**config.mk**
```make
export PLATFORM = sky130hd
export DESIGN_NAME = ExecuteCore
export DESIGN_NICKNAME = d
export VERILOG_FILES = /design/src/rtl/cpuPkg.sv /design/src/rtl/ControlCore.sv /design/src/rtl/ShiftUnit.sv /design/src/rtl/Alu.sv /design/src/rtl/RegisterBank.sv /design/src/rtl/StatusRegister.sv /design/src/rtl/ExecuteCore.sv
export SDC_FILE = /design/constraint.sdc
export NUM_CORES = 2
export LEC_CHECK = 0
export ABC_CLOCK_PERIOD_IN_PS = 11400
export CORE_MARGIN = 4
export CORE_UTILIZATION = 40
export DETAILED_ROUTE_END_ITERATION = 12
export DONT_BUFFER_PORTS = 1
export GPL_TIMING_DRIVEN = 0
export SYNTH_ARGS = -nofsm -noshare
export SYNTH_HDL_FRONTEND = slang
export SYNTH_SLANG_ARGS = --single-unit
```
**constraint.sdc**
```tcl
create_clock -name clk -period 11.4 [get_ports clk]
set_clock_uncertainty 0.15 [all_clocks]
set_input_delay 1.71 -clock clk [delete_from_list [all_inputs] [get_ports clk]]
set_output_delay 1.71 -clock clk [all_outputs]
set_load 0.005 [all_outputs]
```
**src/rtl/cpuPkg.sv**
```systemverilog
`default_nettype none

package cpuPkg;

    localparam int DataWidth    = 32;
    localparam int IdWidth      = 7;
    localparam int RegAddrWidth = 4;
    localparam int ImmWidth     = 16;

    localparam logic [IdWidth-1:0] IdHalt = IdWidth'(75);

    typedef enum logic [3:0] {
        AluPassA   = 4'd0,
        AluAnd     = 4'd1,
        AluAdd     = 4'd2,
        AluAnd3    = 4'd3,
        AluBic     = 4'd4,  // A and not B
        AluSub     = 4'd5,
        AluXor     = 4'd6,
        AluAdd7    = 4'd7,
        AluOr      = 4'd8,
        AluSub9    = 4'd9,
        AluPassA10 = 4'd10,
        AluPassA11 = 4'd11,
        AluPassB   = 4'd12,
        AluXor13   = 4'd13,
        AluOr14    = 4'd14,
        AluPassB15 = 4'd15
    } aluOpE;

    // Codes 1 and 6 to 8 have no shift of their own
    typedef enum logic [3:0] {
        ShiftAlu  = 4'd0,
        ShiftRes1 = 4'd1,
        ShiftLsl  = 4'd2,
        ShiftLsr  = 4'd3,
        ShiftAsr  = 4'd4,
        ShiftRor  = 4'd5,
        ShiftRes6 = 4'd6,
        ShiftRes7 = 4'd7,
        ShiftRes8 = 4'd8
    } shiftOpE;

    typedef enum logic [2:0] {
        RbNone   = 3'd0,
        RbResult = 3'd1,
        RbLoad   = 3'd3,
        RbLink   = 3'd4,  // r14
        RbStack  = 3'd5,  // r13
        RbFlags  = 3'd6
    } rbModeE;

    typedef enum logic [2:0] {
        ExtNone     = 3'd0,
        ExtZeroByte = 3'd1,
        ExtSignByte = 3'd2,
        ExtZeroHalf = 3'd3,
        ExtSignHalf = 3'd4
    } extModeE;

    typedef enum logic [2:0] {
        SpecNone    = 3'd0,
        SpecNzShift = 3'd1,
        SpecNzcv    = 3'd2,
        SpecCompare = 3'd3,
        SpecLoad    = 3'd4,
        SpecMode    = 3'd5
    } specModeE;

    typedef enum logic [1:0] {
        StackNone = 2'd0,
        StackPush = 2'd1,
        StackPop  = 2'd2
    } stackOpE;

    typedef struct packed {
        aluOpE    aluOp;
        shiftOpE  shiftOp;
        rbModeE   rbMode;
        extModeE  bExt;
        extModeE  loadExt;
        specModeE specMode;
        stackOpE  stackOp;
        logic     memWrite;
        logic     useOffset;
        logic     isInput;
        logic     isOutput;
        logic     enable;
    } ctrlWordT;

    typedef struct packed {
        logic n;
        logic z;
        logic c;
        logic v;
    } flagsT;

    // Low half plus the bit that fills the upper part of the word
    typedef struct packed {
        logic                fill;
        logic [ImmWidth-1:0] low;
    } extT;

    function automatic extT extend(logic [ImmWidth-1:0] value, extModeE mode);
        extT r;
        r.fill = 1'b0;
        r.low  = value;
        case (mode)
            ExtZeroByte: r.low = {{(ImmWidth-8){1'b0}}, value[7:0]};
            ExtSignByte: begin
                r.fill = value[7];
                r.low  = {{(ImmWidth-8){value[7]}}, value[7:0]};
            end
            ExtSignHalf: r.fill = value[ImmWidth-1];
            default: r.fill = 1'b0;  // None and zero half keep the value
        endcase
        return r;
    endfunction

endpackage

`default_nettype wire

```
**src/rtl/ControlCore.sv**
```systemverilog
`timescale 1ns/1ns
`default_nettype none

module ControlCore (
    input  logic [cpuPkg::IdWidth-1:0] id,
    input  logic                       confirmation,
    input  logic                       continueButton,
    input  logic                       modeFlag,
    output cpuPkg::ctrlWordT           ctrl
);
    import cpuPkg::*;

    always_comb begin
        ctrl.aluOp    = AluPassB;
        ctrl.shiftOp  = ShiftAlu;
        ctrl.rbMode   = RbResult;
        ctrl.bExt     = ExtNone;
        ctrl.loadExt  = ExtNone;
        ctrl.specMode = SpecNone;
        ctrl.stackOp  = StackNone;
        ctrl.enable   = 1'b1;

        ctrl.useOffset = id inside {[1:3], [6:11], 39, [48:57], [59:62], 72, 73};
        ctrl.memWrite  = id inside {[40:42], 48, 50, 52, 54, 67};
        ctrl.isOutput  = (id == 69);
        ctrl.isInput   = (id == 71);

        case (id) inside
            4, 6, 10, 23, [28:30], 38, [39:57], 73: ctrl.aluOp = AluAdd;
            5, 7, 9, 11, 22, [31:33]:              ctrl.aluOp = AluSub;
            12: ctrl.aluOp = AluAnd3;
            13: ctrl.aluOp = AluXor13;
            17: ctrl.aluOp = AluAnd;
            18: ctrl.aluOp = AluOr;
            20: ctrl.aluOp = AluOr14;
            21: ctrl.aluOp = AluXor;
            24: ctrl.aluOp = AluAdd7;
            25: ctrl.aluOp = AluSub9;
            26: ctrl.aluOp = AluBic;
            34: ctrl.aluOp = AluPassA10;
            65: ctrl.aluOp = AluPassA11;
            69, 71: ctrl.aluOp = AluPassA;
            76: ctrl.aluOp = AluPassB15;  // PXR
            default: ctrl.aluOp = AluPassB;
        endcase

        case (id) inside
            1, 14: ctrl.shiftOp = ShiftLsr;
            2, 15: ctrl.shiftOp = ShiftAsr;
            3, 16: ctrl.shiftOp = ShiftLsl;
            19:    ctrl.shiftOp = ShiftRor;
            39:    ctrl.shiftOp = ShiftRes1;
            63:    ctrl.shiftOp = ShiftRes6;
            64:    ctrl.shiftOp = ShiftRes7;
            66:    ctrl.shiftOp = ShiftRes8;
            default: ctrl.shiftOp = ShiftAlu;
        endcase

        case (id) inside
            [1:3], [14:16], 19:                              ctrl.specMode = SpecNzShift;
            [4:7], [9:11], 17, 18, [21:23], [31:33], 76:     ctrl.specMode = SpecNzcv;
            8, 12, 13, 20, [24:27]:                          ctrl.specMode = SpecCompare;
            34, 65:                                          ctrl.specMode = SpecLoad;
            72:                                              ctrl.specMode = SpecMode;
            default: ctrl.specMode = SpecNone;
        endcase

        case (id) inside
            9, 22, 23, 30, 32, 33, 38, [40:42], 48, 50, 52, 54, 67,
            69, 70, [73:75], 77:                             ctrl.rbMode = RbNone;
            39, [43:47], 49, 51, 53, 55, 68, 71:             ctrl.rbMode = RbLoad;
            58:      ctrl.rbMode = RbFlags;                  // CXPR
            72:      ctrl.rbMode = modeFlag ? RbStack : RbLink;  // SWI
            [1:77]:  ctrl.rbMode = RbResult;
            default: ctrl.rbMode = RbNone;                   // Unknown id
        endcase

        case (id) inside
            54, 55, 60, 73: ctrl.bExt = ExtSignByte;
            59:             ctrl.bExt = ExtZeroByte;
            61:             ctrl.bExt = ExtZeroHalf;
            62:             ctrl.bExt = ExtSignHalf;
            default:        ctrl.bExt = ExtNone;
        endcase

        case (id) inside
            43:      ctrl.loadExt = ExtSignByte;
            45, 53:  ctrl.loadExt = ExtZeroHalf;
            46, 51:  ctrl.loadExt = ExtSignHalf;
            47:      ctrl.loadExt = ExtZeroByte;
            default: ctrl.loadExt = ExtNone;
        endcase

        case (id) inside
            67:      ctrl.stackOp = StackPush;
            68:      ctrl.stackOp = StackPop;
            default: ctrl.stackOp = StackNone;
        endcase

        case (id) inside
            69, 71:  ctrl.enable = confirmation;    // OUTPUT, INPUT
            70:      ctrl.enable = continueButton;  // PAUSE
            default: ctrl.enable = 1'b1;
        endcase
    end

endmodule

`default_nettype wire

```
**src/rtl/ShiftUnit.sv**
```systemverilog
`timescale 1ns/1ns
`default_nettype none

module ShiftUnit #(
    parameter int DataWidth = cpuPkg::DataWidth
) (
    input  logic [DataWidth-1:0]        a,
    input  logic [DataWidth-1:0]        rmValue,
    input  logic [cpuPkg::ImmWidth-1:0] imm,
    input  cpuPkg::ctrlWordT            ctrl,
    output logic [DataWidth-1:0]        b,
    output logic [DataWidth-1:0]        shiftResult,
    output logic                        shiftCarry
);
    import cpuPkg::*;

    localparam int AmtWidth = $clog2(DataWidth);

    extT                 immParts;
    logic [AmtWidth-1:0] amt;
    logic [DataWidth:0]  lslWide;
    logic [DataWidth:0]  lsrWide;
    logic [DataWidth:0]  asrWide;
    logic [DataWidth-1:0] rorValue;

    assign immParts = extend(imm, ctrl.bExt);
    assign b        = ctrl.useOffset ? {{(DataWidth-ImmWidth){immParts.fill}}, immParts.low}
                                     : rmValue;
    assign amt      = b[AmtWidth-1:0];

    // Extra bit catches the last bit shifted out
    assign lslWide  = {1'b0, a} << amt;
    assign lsrWide  = {a, 1'b0} >> amt;
    assign asrWide  = $signed({a, 1'b0}) >>> amt;
    assign rorValue = (a >> amt) | (a << (DataWidth - int'(amt)));

    always_comb begin
        shiftResult = a;
        shiftCarry  = 1'b0;
        case (ctrl.shiftOp)
            ShiftLsl: {shiftCarry, shiftResult} = lslWide;
            ShiftLsr: {shiftResult, shiftCarry} = lsrWide;
            ShiftAsr: {shiftResult, shiftCarry} = asrWide;
            ShiftRor: begin
                shiftResult = rorValue;
                shiftCarry  = (amt != '0) && rorValue[DataWidth-1];
            end
            default: shiftCarry = 1'b0;  // Result comes from the ALU
        endcase
    end

endmodule

`default_nettype wire

```
**src/rtl/Alu.sv**
```systemverilog
`timescale 1ns/1ns
`default_nettype none

module Alu #(
    parameter int DataWidth = cpuPkg::DataWidth
) (
    input  logic [DataWidth-1:0] a,
    input  logic [DataWidth-1:0] b,
    input  cpuPkg::aluOpE        aluOp,
    output logic [DataWidth-1:0] result,
    output cpuPkg::flagsT        flags
);
    import cpuPkg::*;

    logic [DataWidth:0] sum;
    logic [DataWidth:0] diff;
    logic               carry;
    logic               overflow;

    assign sum  = {1'b0, a} + {1'b0, b};
    assign diff = {1'b0, a} + {1'b0, ~b} + 1'b1;  // Carry set means no borrow

    always_comb begin
        result   = b;
        carry    = 1'b0;
        overflow = 1'b0;
        case (aluOp)
            AluPassA, AluPassA10, AluPassA11: result = a;
            AluAnd, AluAnd3: result = a & b;
            AluBic:          result = a & ~b;
            AluXor, AluXor13: result = a ^ b;
            AluOr, AluOr14:  result = a | b;
            AluAdd, AluAdd7: begin
                result   = sum[DataWidth-1:0];
                carry    = sum[DataWidth];
                overflow = (a[DataWidth-1] == b[DataWidth-1])
                           && (result[DataWidth-1] != a[DataWidth-1]);
            end
            AluSub, AluSub9: begin
                result   = diff[DataWidth-1:0];
                carry    = diff[DataWidth];
                overflow = (a[DataWidth-1] != b[DataWidth-1])
                           && (result[DataWidth-1] != a[DataWidth-1]);
            end
            default: result = b;  // Pass B
        endcase
    end

    always_comb begin
        flags.n = result[DataWidth-1];
        flags.z = (result == '0);
        flags.c = carry;
        flags.v = overflow;
    end

endmodule

`default_nettype wire

```
**src/rtl/RegisterBank.sv**
```systemverilog
`timescale 1ns/1ns
`default_nettype none

module RegisterBank #(
    parameter int DataWidth = cpuPkg::DataWidth
) (
    input  logic                            clk,
    input  logic                            arstN,
    input  logic                            commit,
    input  logic [cpuPkg::RegAddrWidth-1:0] rd,
    input  logic [cpuPkg::RegAddrWidth-1:0] rn,
    input  logic [cpuPkg::RegAddrWidth-1:0] rm,
    input  cpuPkg::ctrlWordT                ctrl,
    input  logic [DataWidth-1:0]            aluResult,
    input  logic [DataWidth-1:0]            shiftResult,
    input  logic [DataWidth-1:0]            memRdata,
    input  logic [DataWidth-1:0]            inData,
    input  logic [DataWidth-1:0]            flagWord,
    output logic [DataWidth-1:0]            a,
    output logic [DataWidth-1:0]            rdValue,
    output logic [DataWidth-1:0]            rmValue,
    output logic [DataWidth-1:0]            result,
    output logic [DataWidth-1:0]            stackAddr
);
    import cpuPkg::*;

    localparam int NumRegs = 2 ** RegAddrWidth;
    localparam logic [RegAddrWidth-1:0] StackReg = RegAddrWidth'(13);
    localparam logic [RegAddrWidth-1:0] LinkReg  = RegAddrWidth'(14);

    logic [DataWidth-1:0]    regs [NumRegs];
    extT                     loadParts;
    logic [DataWidth-1:0]    loadValue;
    logic                    wrEn;
    logic [RegAddrWidth-1:0] wrAddr;
    logic [DataWidth-1:0]    wrData;

    assign a       = regs[rn];
    assign rdValue = regs[rd];
    assign rmValue = regs[rm];

    assign result = (ctrl.shiftOp inside {ShiftLsl, ShiftLsr, ShiftAsr, ShiftRor})
                    ? shiftResult : aluResult;

    assign stackAddr = (ctrl.stackOp == StackPop) ? regs[StackReg]
                                                  : regs[StackReg] - DataWidth'(4);

    assign loadParts = extend(memRdata[ImmWidth-1:0], ctrl.loadExt);
    always_comb begin
        if (ctrl.isInput)
            loadValue = inData;  // Port word goes in unchanged
        else if (ctrl.loadExt == ExtNone)
            loadValue = memRdata;
        else
            loadValue = {{(DataWidth-ImmWidth){loadParts.fill}}, loadParts.low};
    end

    always_comb begin
        wrEn   = 1'b1;
        wrAddr = rd;
        wrData = result;
        case (ctrl.rbMode)
            RbResult: wrData = result;
            RbLoad:   wrData = loadValue;
            RbLink:   wrAddr = LinkReg;
            RbStack:  wrAddr = StackReg;
            RbFlags:  wrData = flagWord;
            default:  wrEn   = 1'b0;
        endcase
    end

    always_ff @(posedge clk or negedge arstN) begin
        if (!arstN) begin
            regs <= '{default: '0};
        end else if (commit) begin
            if (wrEn)
                regs[wrAddr] <= wrData;
            // Stack pointer step wins over a write to r13
            if (ctrl.stackOp == StackPush)
                regs[StackReg] <= regs[StackReg] - DataWidth'(4);
            else if (ctrl.stackOp == StackPop)
                regs[StackReg] <= regs[StackReg] + DataWidth'(4);
        end
    end

endmodule

`default_nettype wire

```
**src/rtl/StatusRegister.sv**
```systemverilog
`timescale 1ns/1ns
`default_nettype none

module StatusRegister #(
    parameter int DataWidth = cpuPkg::DataWidth
) (
    input  logic                 clk,
    input  logic                 arstN,
    input  logic                 commit,
    input  cpuPkg::ctrlWordT     ctrl,
    input  logic [DataWidth-1:0] result,
    input  cpuPkg::flagsT        aluFlags,
    input  logic                 shiftCarry,
    output cpuPkg::flagsT        flags,
    output logic                 modeFlag
);
    import cpuPkg::*;

    always_ff @(posedge clk or negedge arstN) begin
        if (!arstN) begin
            flags    <= '0;
            modeFlag <= 1'b0;
        end else if (commit) begin
            case (ctrl.specMode)
                SpecNzShift: begin
                    flags.n <= result[DataWidth-1];
                    flags.z <= (result == '0);
                    flags.c <= shiftCarry;  // V kept
                end
                SpecNzcv, SpecCompare: flags <= aluFlags;
                SpecLoad: flags <= result[DataWidth-1 -: 4];  // NZCV from top nibble
                SpecMode: modeFlag <= 1'b1;
                default:  flags <= flags;
            endcase
        end
    end

endmodule

`default_nettype wire

```
**src/rtl/ExecuteCore.sv**
```systemverilog
`timescale 1ns/1ns
`default_nettype none

module ExecuteCore #(
    parameter int DataWidth = cpuPkg::DataWidth
) (
    input  logic                            clk,
    input  logic                            arstN,
    input  logic                            instrValid,
    input  logic [cpuPkg::IdWidth-1:0]      id,
    input  logic [cpuPkg::RegAddrWidth-1:0] rd,
    input  logic [cpuPkg::RegAddrWidth-1:0] rn,
    input  logic [cpuPkg::RegAddrWidth-1:0] rm,
    input  logic [cpuPkg::ImmWidth-1:0]     imm,
    input  logic [DataWidth-1:0]            memRdata,
    input  logic [DataWidth-1:0]            inData,
    input  logic                            confirmation,
    input  logic                            continueButton,
    output logic                            memWrite,
    output logic [DataWidth-1:0]            memAddr,
    output logic [DataWidth-1:0]            memWdata,
    output logic [DataWidth-1:0]            outData,
    output logic                            outStrobe,
    output logic                            stall,
    output logic                            halted
);
    import cpuPkg::*;

    ctrlWordT             ctrl;
    flagsT                aluFlags;
    flagsT                flags;
    logic                 modeFlag;
    logic                 commit;
    logic [DataWidth-1:0] a;
    logic [DataWidth-1:0] b;
    logic [DataWidth-1:0] rmValue;
    logic [DataWidth-1:0] rdValue;
    logic [DataWidth-1:0] aluResult;
    logic [DataWidth-1:0] shiftResult;
    logic                 shiftCarry;
    logic [DataWidth-1:0] result;
    logic [DataWidth-1:0] stackAddr;
    logic [DataWidth-1:0] flagWord;

    assign commit    = instrValid && ctrl.enable && !halted;
    assign stall     = instrValid && !ctrl.enable;
    assign memWrite  = commit && ctrl.memWrite;
    assign outStrobe = commit && ctrl.isOutput;
    assign memAddr   = (ctrl.stackOp == StackNone) ? aluResult : stackAddr;
    assign memWdata  = rdValue;
    assign outData   = a;
    assign flagWord  = {flags, {(DataWidth-5){1'b0}}, modeFlag};  // NZCV high, mode in bit 0

    always_ff @(posedge clk or negedge arstN) begin
        if (!arstN)
            halted <= 1'b0;
        else if (instrValid && id == IdHalt)
            halted <= 1'b1;  // Sticky until reset
    end

    ControlCore ControlCore_inst (
        .id             (id),
        .confirmation   (confirmation),
        .continueButton (continueButton),
        .modeFlag       (modeFlag),
        .ctrl           (ctrl)
    );

    ShiftUnit #(.DataWidth(DataWidth)) ShiftUnit_inst (
        .a           (a),
        .rmValue     (rmValue),
        .imm         (imm),
        .ctrl        (ctrl),
        .b           (b),
        .shiftResult (shiftResult),
        .shiftCarry  (shiftCarry)
    );

    Alu #(.DataWidth(DataWidth)) Alu_inst (
        .a      (a),
        .b      (b),
        .aluOp  (ctrl.aluOp),
        .result (aluResult),
        .flags  (aluFlags)
    );

    RegisterBank #(.DataWidth(DataWidth)) RegisterBank_inst (
        .clk         (clk),
        .arstN       (arstN),
        .commit      (commit),
        .rd          (rd),
        .rn          (rn),
        .rm          (rm),
        .ctrl        (ctrl),
        .aluResult   (aluResult),
        .shiftResult (shiftResult),
        .memRdata    (memRdata),
        .inData      (inData),
        .flagWord    (flagWord),
        .a           (a),
        .rdValue     (rdValue),
        .rmValue     (rmValue),
        .result      (result),
        .stackAddr   (stackAddr)
    );

    StatusRegister #(.DataWidth(DataWidth)) StatusRegister_inst (
        .clk        (clk),
        .arstN      (arstN),
        .commit     (commit),
        .ctrl       (ctrl),
        .result     (result),
        .aluFlags   (aluFlags),
        .shiftCarry (shiftCarry),
        .flags      (flags),
        .modeFlag   (modeFlag)
    );

endmodule

`default_nettype wire

```
; ---- Word level (Yosys, flattened, before mapping)
; Cells that the tools add are included.
[word_totals]
word_cells = 328
regBits = 518
output_inout_bits = 100
input_bits = 104
[classes]
reduce_logical = 68
n_eq_ne = 102
n_bitwise = 10
mux = 81
n_shift = 5
n_lt_le_gt_ge = 34
add_sub_neg = 6
[ops]
columns = operator, n
row1 = 512-bit bitwise mux, 1
row2 = 32-bit two-way mux, 15
row3 = 32-bit binary-select mux with 4-bit select, 3
row4 = 32-bit case mux with 7 select lines, 1
row5 = "7-bit by 6-bit == test with 1-bit output, second input constant", 23
row6 = 32-bit demux with 4-bit select, 1
row7 = 32-bit case mux with 4 select lines, 1
row8 = 96-bit two-way mux, 1
row9 = "7-bit == test, second input constant", 13
row10 = 4-bit two-way mux, 22
row11 = "7-bit by 5-bit == test with 1-bit output, second input constant", 12
row12 = 32-bit by 32-bit adder with 33-bit output, 2
row13 = 32-bit bitwise AND, 2
row14 = 32-bit zero test, 2
row15 = 32-bit bitwise OR, 2
row16 = 16-bit case mux with 2 select lines, 2
row17 = 32-bit case mux with 2 select lines, 1
row18 = "7-bit by 4-bit == test with 1-bit output, second input constant", 8
row19 = 3-bit two-way mux, 16
row20 = "7-bit by 6-bit >= comparator with 1-bit output, second input constant", 5
row21 = "7-bit by 6-bit <= comparator with 1-bit output, second input constant", 5
row22 = "33-bit by 1-bit adder with 33-bit output, second input constant", 1
row23 = 32-bit by 5-bit left shift with 33-bit output, 1
row24 = 33-bit by 5-bit right shift with 33-bit output, 1
row25 = other kinds (61), 165

; ---- Depth between registers and ports, before layout
[depth]
word_depth = 25
ltp_mapped = 29
ltp_nobuf = 22

; ---- Hierarchy
; Synthesis repeated with hierarchy kept, for this count alone.
[hier_totals]
hier_cells = 5208
area_unflattened_um2 = 49179.7
[by_module_without_submodules]
columns = module, cells_each, instances, seq_area_each_um2, area_each_um2
row1 = RegisterBank, 2844, 1, 12812.3, 33314.5
row2 = Alu, 1117, 1, 0.0, 7205.7
row3 = ShiftUnit, 943, 1, 0.0, 6343.6
row4 = ControlCore, 216, 1, 0.0, 1435.1
row5 = ExecuteCore, 45, 1, 25.0, 500.5
row6 = StatusRegister, 43, 1, 125.1, 380.4

; ---- Worst setup path after synthesis
; No wires, ideal clock.
[synth_path]
kind = input-to-output
startpoint = input port rm[0] in the netlist's numbering
endpoint = output port memAddr[31]
cell_stages = 23
n_path_buf = 6
required_time_ns = 9.540
arrival_time_ns = 7.477
slack_ns = 2.063
path_cell_list = buf_2 buf_4 buf_4 buf_4 buf_2 mux4_2 mux4_2 a21oi_1 inv_1 ha_1 clkbuf_1 nor3b_1 nor3_1 nand3_1 a311oi_1 o2111ai_1 a2111oi_0 o41ai_1 a221o_1 xnor2_1 nand2_1 a22oi_1 a221o_1
[synth_via]
elab_chain_cells = 10
word_cells_on_any_way = 15
[synth_rtl]
columns = item, line_no
row1 = start: declaration, ExecuteCore.sv:13  ; input logic [cpuPkg::RegAddrWidth-1:0] rm,
row2 = 4-bit NOT with 5-bit output (not written as such) *, RegisterBank.sv:40  ; assign rmValue = regs[rm];
row3 = 32-bit binary-select mux with 4-bit select *, RegisterBank.sv:40
row4 = 32-bit two-way mux (not written as such) * (2 in series), RegisterBank.sv:40
row5 = 32-bit two-way mux *, ShiftUnit.sv:27  ; assign b = ctrl.useOffset ? {{(DataWidth-ImmWidth){immParts.fill}}, immParts.low}
row6 = 32-bit NOT, "Alu.sv:21, Alu.sv:30"
row7 = 32-bit by 32-bit adder with 33-bit output, Alu.sv:21  ; assign diff = {1'b0, a} + {1'b0, ~b} + 1'b1;
row8 = 33-bit by 1-bit adder with 33-bit output, Alu.sv:21
row9 = 32-bit case mux with 7 select lines *, Alu.sv:27  ; case (aluOp)
row10 = 32-bit two-way mux *, ExecuteCore.sv:49  ; assign memAddr = (ctrl.stackOp == StackNone) ? aluResult : stackAddr;
row11 = end: declaration, ExecuteCore.sv:20  ; output logic [DataWidth-1:0] memAddr,
; Every way passes the cells marked *; elsewhere a longest branch is shown, timed or not. The select of a mux whose other input is x is not followed.

; ---- Worst setup path in the final report
[layout_path]
startpoint = input port rm[3] in the netlist's numbering
endpoint = output port memAddr[27]
; The elaborated chain is that of the path after synthesis.

==> results.md <==
* Outcome: complete, but fails checks
* Failing checks: capacitance limit, slew limit
* Area leader, netlist: dfrtp_1
* Sw Share at 52.84%
* Element type at the critical path start: input port
* DIE WIDTH at 349.1 um
* WS Path Type: in2out
* Post-synth top area share at 27.85%
* Die area at 0.1219 mm2
* Fin crit share at 99.86%
* Post-synth top cells: nor2_1, a21oi_1, dfrtp_1
* Placed cell areas at 0.04920 mm2
* Post-synth cell types at 103
* Total CTS buffers at 55
* Reg2Reg Depth at 21
* Clock transition at path regs at 0.07 ns
* First-pass GRT wire length at 430.2 mm
* Main combinational cell family by area after synthesis: multiplexers
* Initial Utilization at 40.49%
* Hold Fails Final Rpt at 0
* Ys Warns at 0
* Placer congestion estimate at 1.168
* Clock share of power at 14.6%
* PD cells at 259.4 mW/mm2
* EDFF count, synth at 0
* Row count at 124
* LEAKAGE at 20.20 nW
* Combinational share of power at 61.1%
* Most frequent cell after synthesis: nor2_1
* Worst-Margin Slew at 1.761 ns
* Remaining antenna violation count after routing at 0
* Arrival time of the worst setup path at 9.52 ns
* Final WL at 321.2 mm
* Overflow after GRT at 0
* Pre-CTS WS at -2.304 ns
* Clk buf depth at 3
* DR DRC count at 0
* Hold buffers post-CTS at 0
* Hold path cells at 2
* Clock network latency to the later pin of the worst-skew pair at 0.70 ns
* Worst-path maximum fanout at 11
* Fin crit period at 11.38 ns
* Via Count at 51,370
* Post-synthesis cell count at 5,031
* Max Cap Viol at 13
* Simple-gate share of the synthesized area at 14.60%
* P_int at 6.317 mW
* M1 GR Usage at 55.62%
* Final Cell Area at 0.05164 mm2
* Sequential-to-total area share from yosys stat at 27.85%
* Slew Limit Fails at 95
* H-tree depth at 2
* Share of flip-flops with an asynchronous set or reset at 100.0%
* Hold Crit Class: reg2reg
* CP max-delay cell: clkbuf_1
* Post-Syn Area at 0.04654 mm2
* Vias in the first global route at 48,670
* Iteration-0 DRC Markers at 8,346
* GR Layer Usage met3 at 24.09%
* Core area at 0.1150 mm2
* GR Layer Usage met2 at 75.03%
* Max VDD drop at 0.1736 mV
* I/O Pins at 204
* Post-synthesis xor/xnor area fraction at 0.4892%
* Total track usage at 51.74%
* Most frequent CP cell: clkbuf_1
* Mux contribution to synthesized area at 28.01%
* Nets at 5,338
* Vias per inst at 7.634
* Synth Area in Adders at 2.801%
* Worst Slack Setup Final at 0.01598 ns
* Routed wire per std cell at 47.73 um
* Share of cells above drive strength 1 at 19.46%
* Area contributors post-synth: dfrtp_1, mux4_2, a21oi_1, nor2_1, mux2i_1
* CTS sink cnt at 518
* CTS Root Cell: clkbuf_16
* Crit end category: output port
* Slew margin rel. at -17.43%
* Busiest grt layer: met2
* Synth Flop Type: dfrtp_1
* Pre-antenna DRT Iters at 8
* Largest net degree at the start of global routing at 519
* Post-synthesis compound-gate area fraction at 20.91%
* CTS tree: done
* Area grow syn2layout at 10.96%
* Synth Net Count at 5,238
* F_max at 87.84 MHz
* Seq pwr share at 24.3%
* Unrepaired setup endpoints after global routing: no
* Highest cell delay on the worst timing path at 0.80 ns
* Syn avg cell area at 9.252 um2
* # setup viols final at 0
* I/O Buffers at 0
* Seq cells post-synth at 518
* Die H at 349.1 um
* Post-DP HPWL at 246.4 mm
* Worst-path cell chain: clkbuf_1 > clkbuf_1 > clkbuf_2 > clkbuf_1 > a21oi_1 > a21oi_2 > inv_1 > ha_1 > clkbuf_1 > inv_1 > nor2_2 > and4_1 > o21ai_2 > and3b_1 > nor4b_1 > o31ai_1 > a2111oi_1 > a21oi_1 > o22ai_1 > o21ai_0
* Sw power at 7.077 mW
* Initial antenna violation count at 45
* WP data required at 9.54 ns
cells in the final DEF (no fill, tap or decap), types with 40 or more instances in the layout:
cell,n
ha_1,100
clkbuf_1,279
mux4_2,447
mux2_2,94
nand3_1,89
a211oi_1,40
mux2i_1,190
buf_2,121
nor3_1,81
diode_2,42
o21ai_0,327
clkbuf_16,55
nand2_1,459
a21oi_1,505
o211ai_1,59
nor2_1,592
inv_1,112
dfrtp_1,518
o22ai_1,91
o221ai_1,46
critical path, delay by kind of cell:
kind	cells	cell delay (ns)
buffers and inverters	7	3.12
AOI/OAI and AO/OA	8	2.98
and+or+nand+nor	4	1.36
adders and majority gates	1	0.30
per-layer routing:
layer | share of wire, % | up-vias | wire length (um)
li1 | - | 19450 | -
met1 | 32 | 25450 | 102600
met2 | 41 | 4896 | 133100
met3 | 14 | 1556 | 46540
met4 | 12 | 18 | 38830
met5 | 0.039 | - | 125
cell type report:
type                       instances  area [um2]
antenna                           42       105.1
buffer                           473        2111
clock buffer                      76        1565
clock inverter                    25       310.3
fill                           11300       63320
inverter                         121       459.2
multi-input combinational       3910       31560
sequential                       518       12960
tap                             1512        1892
timing repair buffer              52       679.4
worst paths after layout:
path | endpoint | slack, ns | startpoint
setup / recovery | memAddr[27] | 0.02 | rm[3]
hold / removal | StatusRegister_inst.flags[1]$_DFFE_PN0P_ | 0.36 | StatusRegister_inst.flags[1]$_DFFE_PN0P_
max in group asynchronous | RegisterBank_inst.regs[83]$_DFFE_PN0P_ | 9.36 | arstN
setup reg to reg | RegisterBank_inst.regs[238]$_DFFE_PN0P_ | 1.63 | RegisterBank_inst.regs[64]$_DFFE_PN0P_
min in group asynchronous | RegisterBank_inst.regs[158]$_DFFE_PN0P_ | 0.57 | arstN
hold reg to reg | StatusRegister_inst.flags[1]$_DFFE_PN0P_ | 0.36 | StatusRegister_inst.flags[1]$_DFFE_PN0P_
power groups by stage:
stage | clock (mW) | combinational, mW | sequential (mW)
after floorplan | 0 | 4.55 | 2.93
after global placement | 0 | 7.43 | 3.22
after detailed placement | 0 | 7.55 | 3.24
after CTS | 1.93 | 7.61 | 3.22
after global routing | 2.01 | 8.31 | 3.33
final | 1.96 | 8.18 | 3.26
per-stage QoR:
stage | hold WS, ns | TNS, ns | util [%] | power [mW] | instances
2_1_floorplan | 0.3165 | 0 | - | 7.484 | 5031
3_3_place_gp | 0.3486 | -368.94 | 42.13 | 10.65 | 6543
3_5_place_dp | 0.3398 | -259.09 | 42.80 | 10.79 | 6583
4_1_cts | 0.3555 | 0 | 44.62 | 12.76 | 6677
5_1_grt | 0.3690 | 0 | 44.85 | 13.65 | 6695
6_report | 0.3571 | 0 | 44.92 | 13.39 | 6729
state kept, by name (all words and copies together), names as in the netlist:
| signal | cells |
|---|---|
| RegisterBank_inst.regs | 512 |
| StatusRegister_inst.modeFlag | 1 |
| StatusRegister_inst.flags | 4 |
| halted | 1 |
kinds of logic after synthesis:
| kind of cell | after synthesis |
|---|---|
| AND/OR/NAND/NOR | 1519 |
| adder cells (fa/ha/maj) | 103 |
| flip-flops | 518 |
| buffers and inverters | 603 |
| multiplexers | 732 |
| XOR/XNOR | 23 |
| AO/OA/AOI/OAI | 1533 |
what timing repair did:
action / in CTS / in global routing
pin swaps: 0 / 1
setup endpoints to repair: 177 / 8
gates resized for setup: 73 / 18
setup buffers: 0 / 2
No activity file was read; power rests on OpenSTA's default activity.
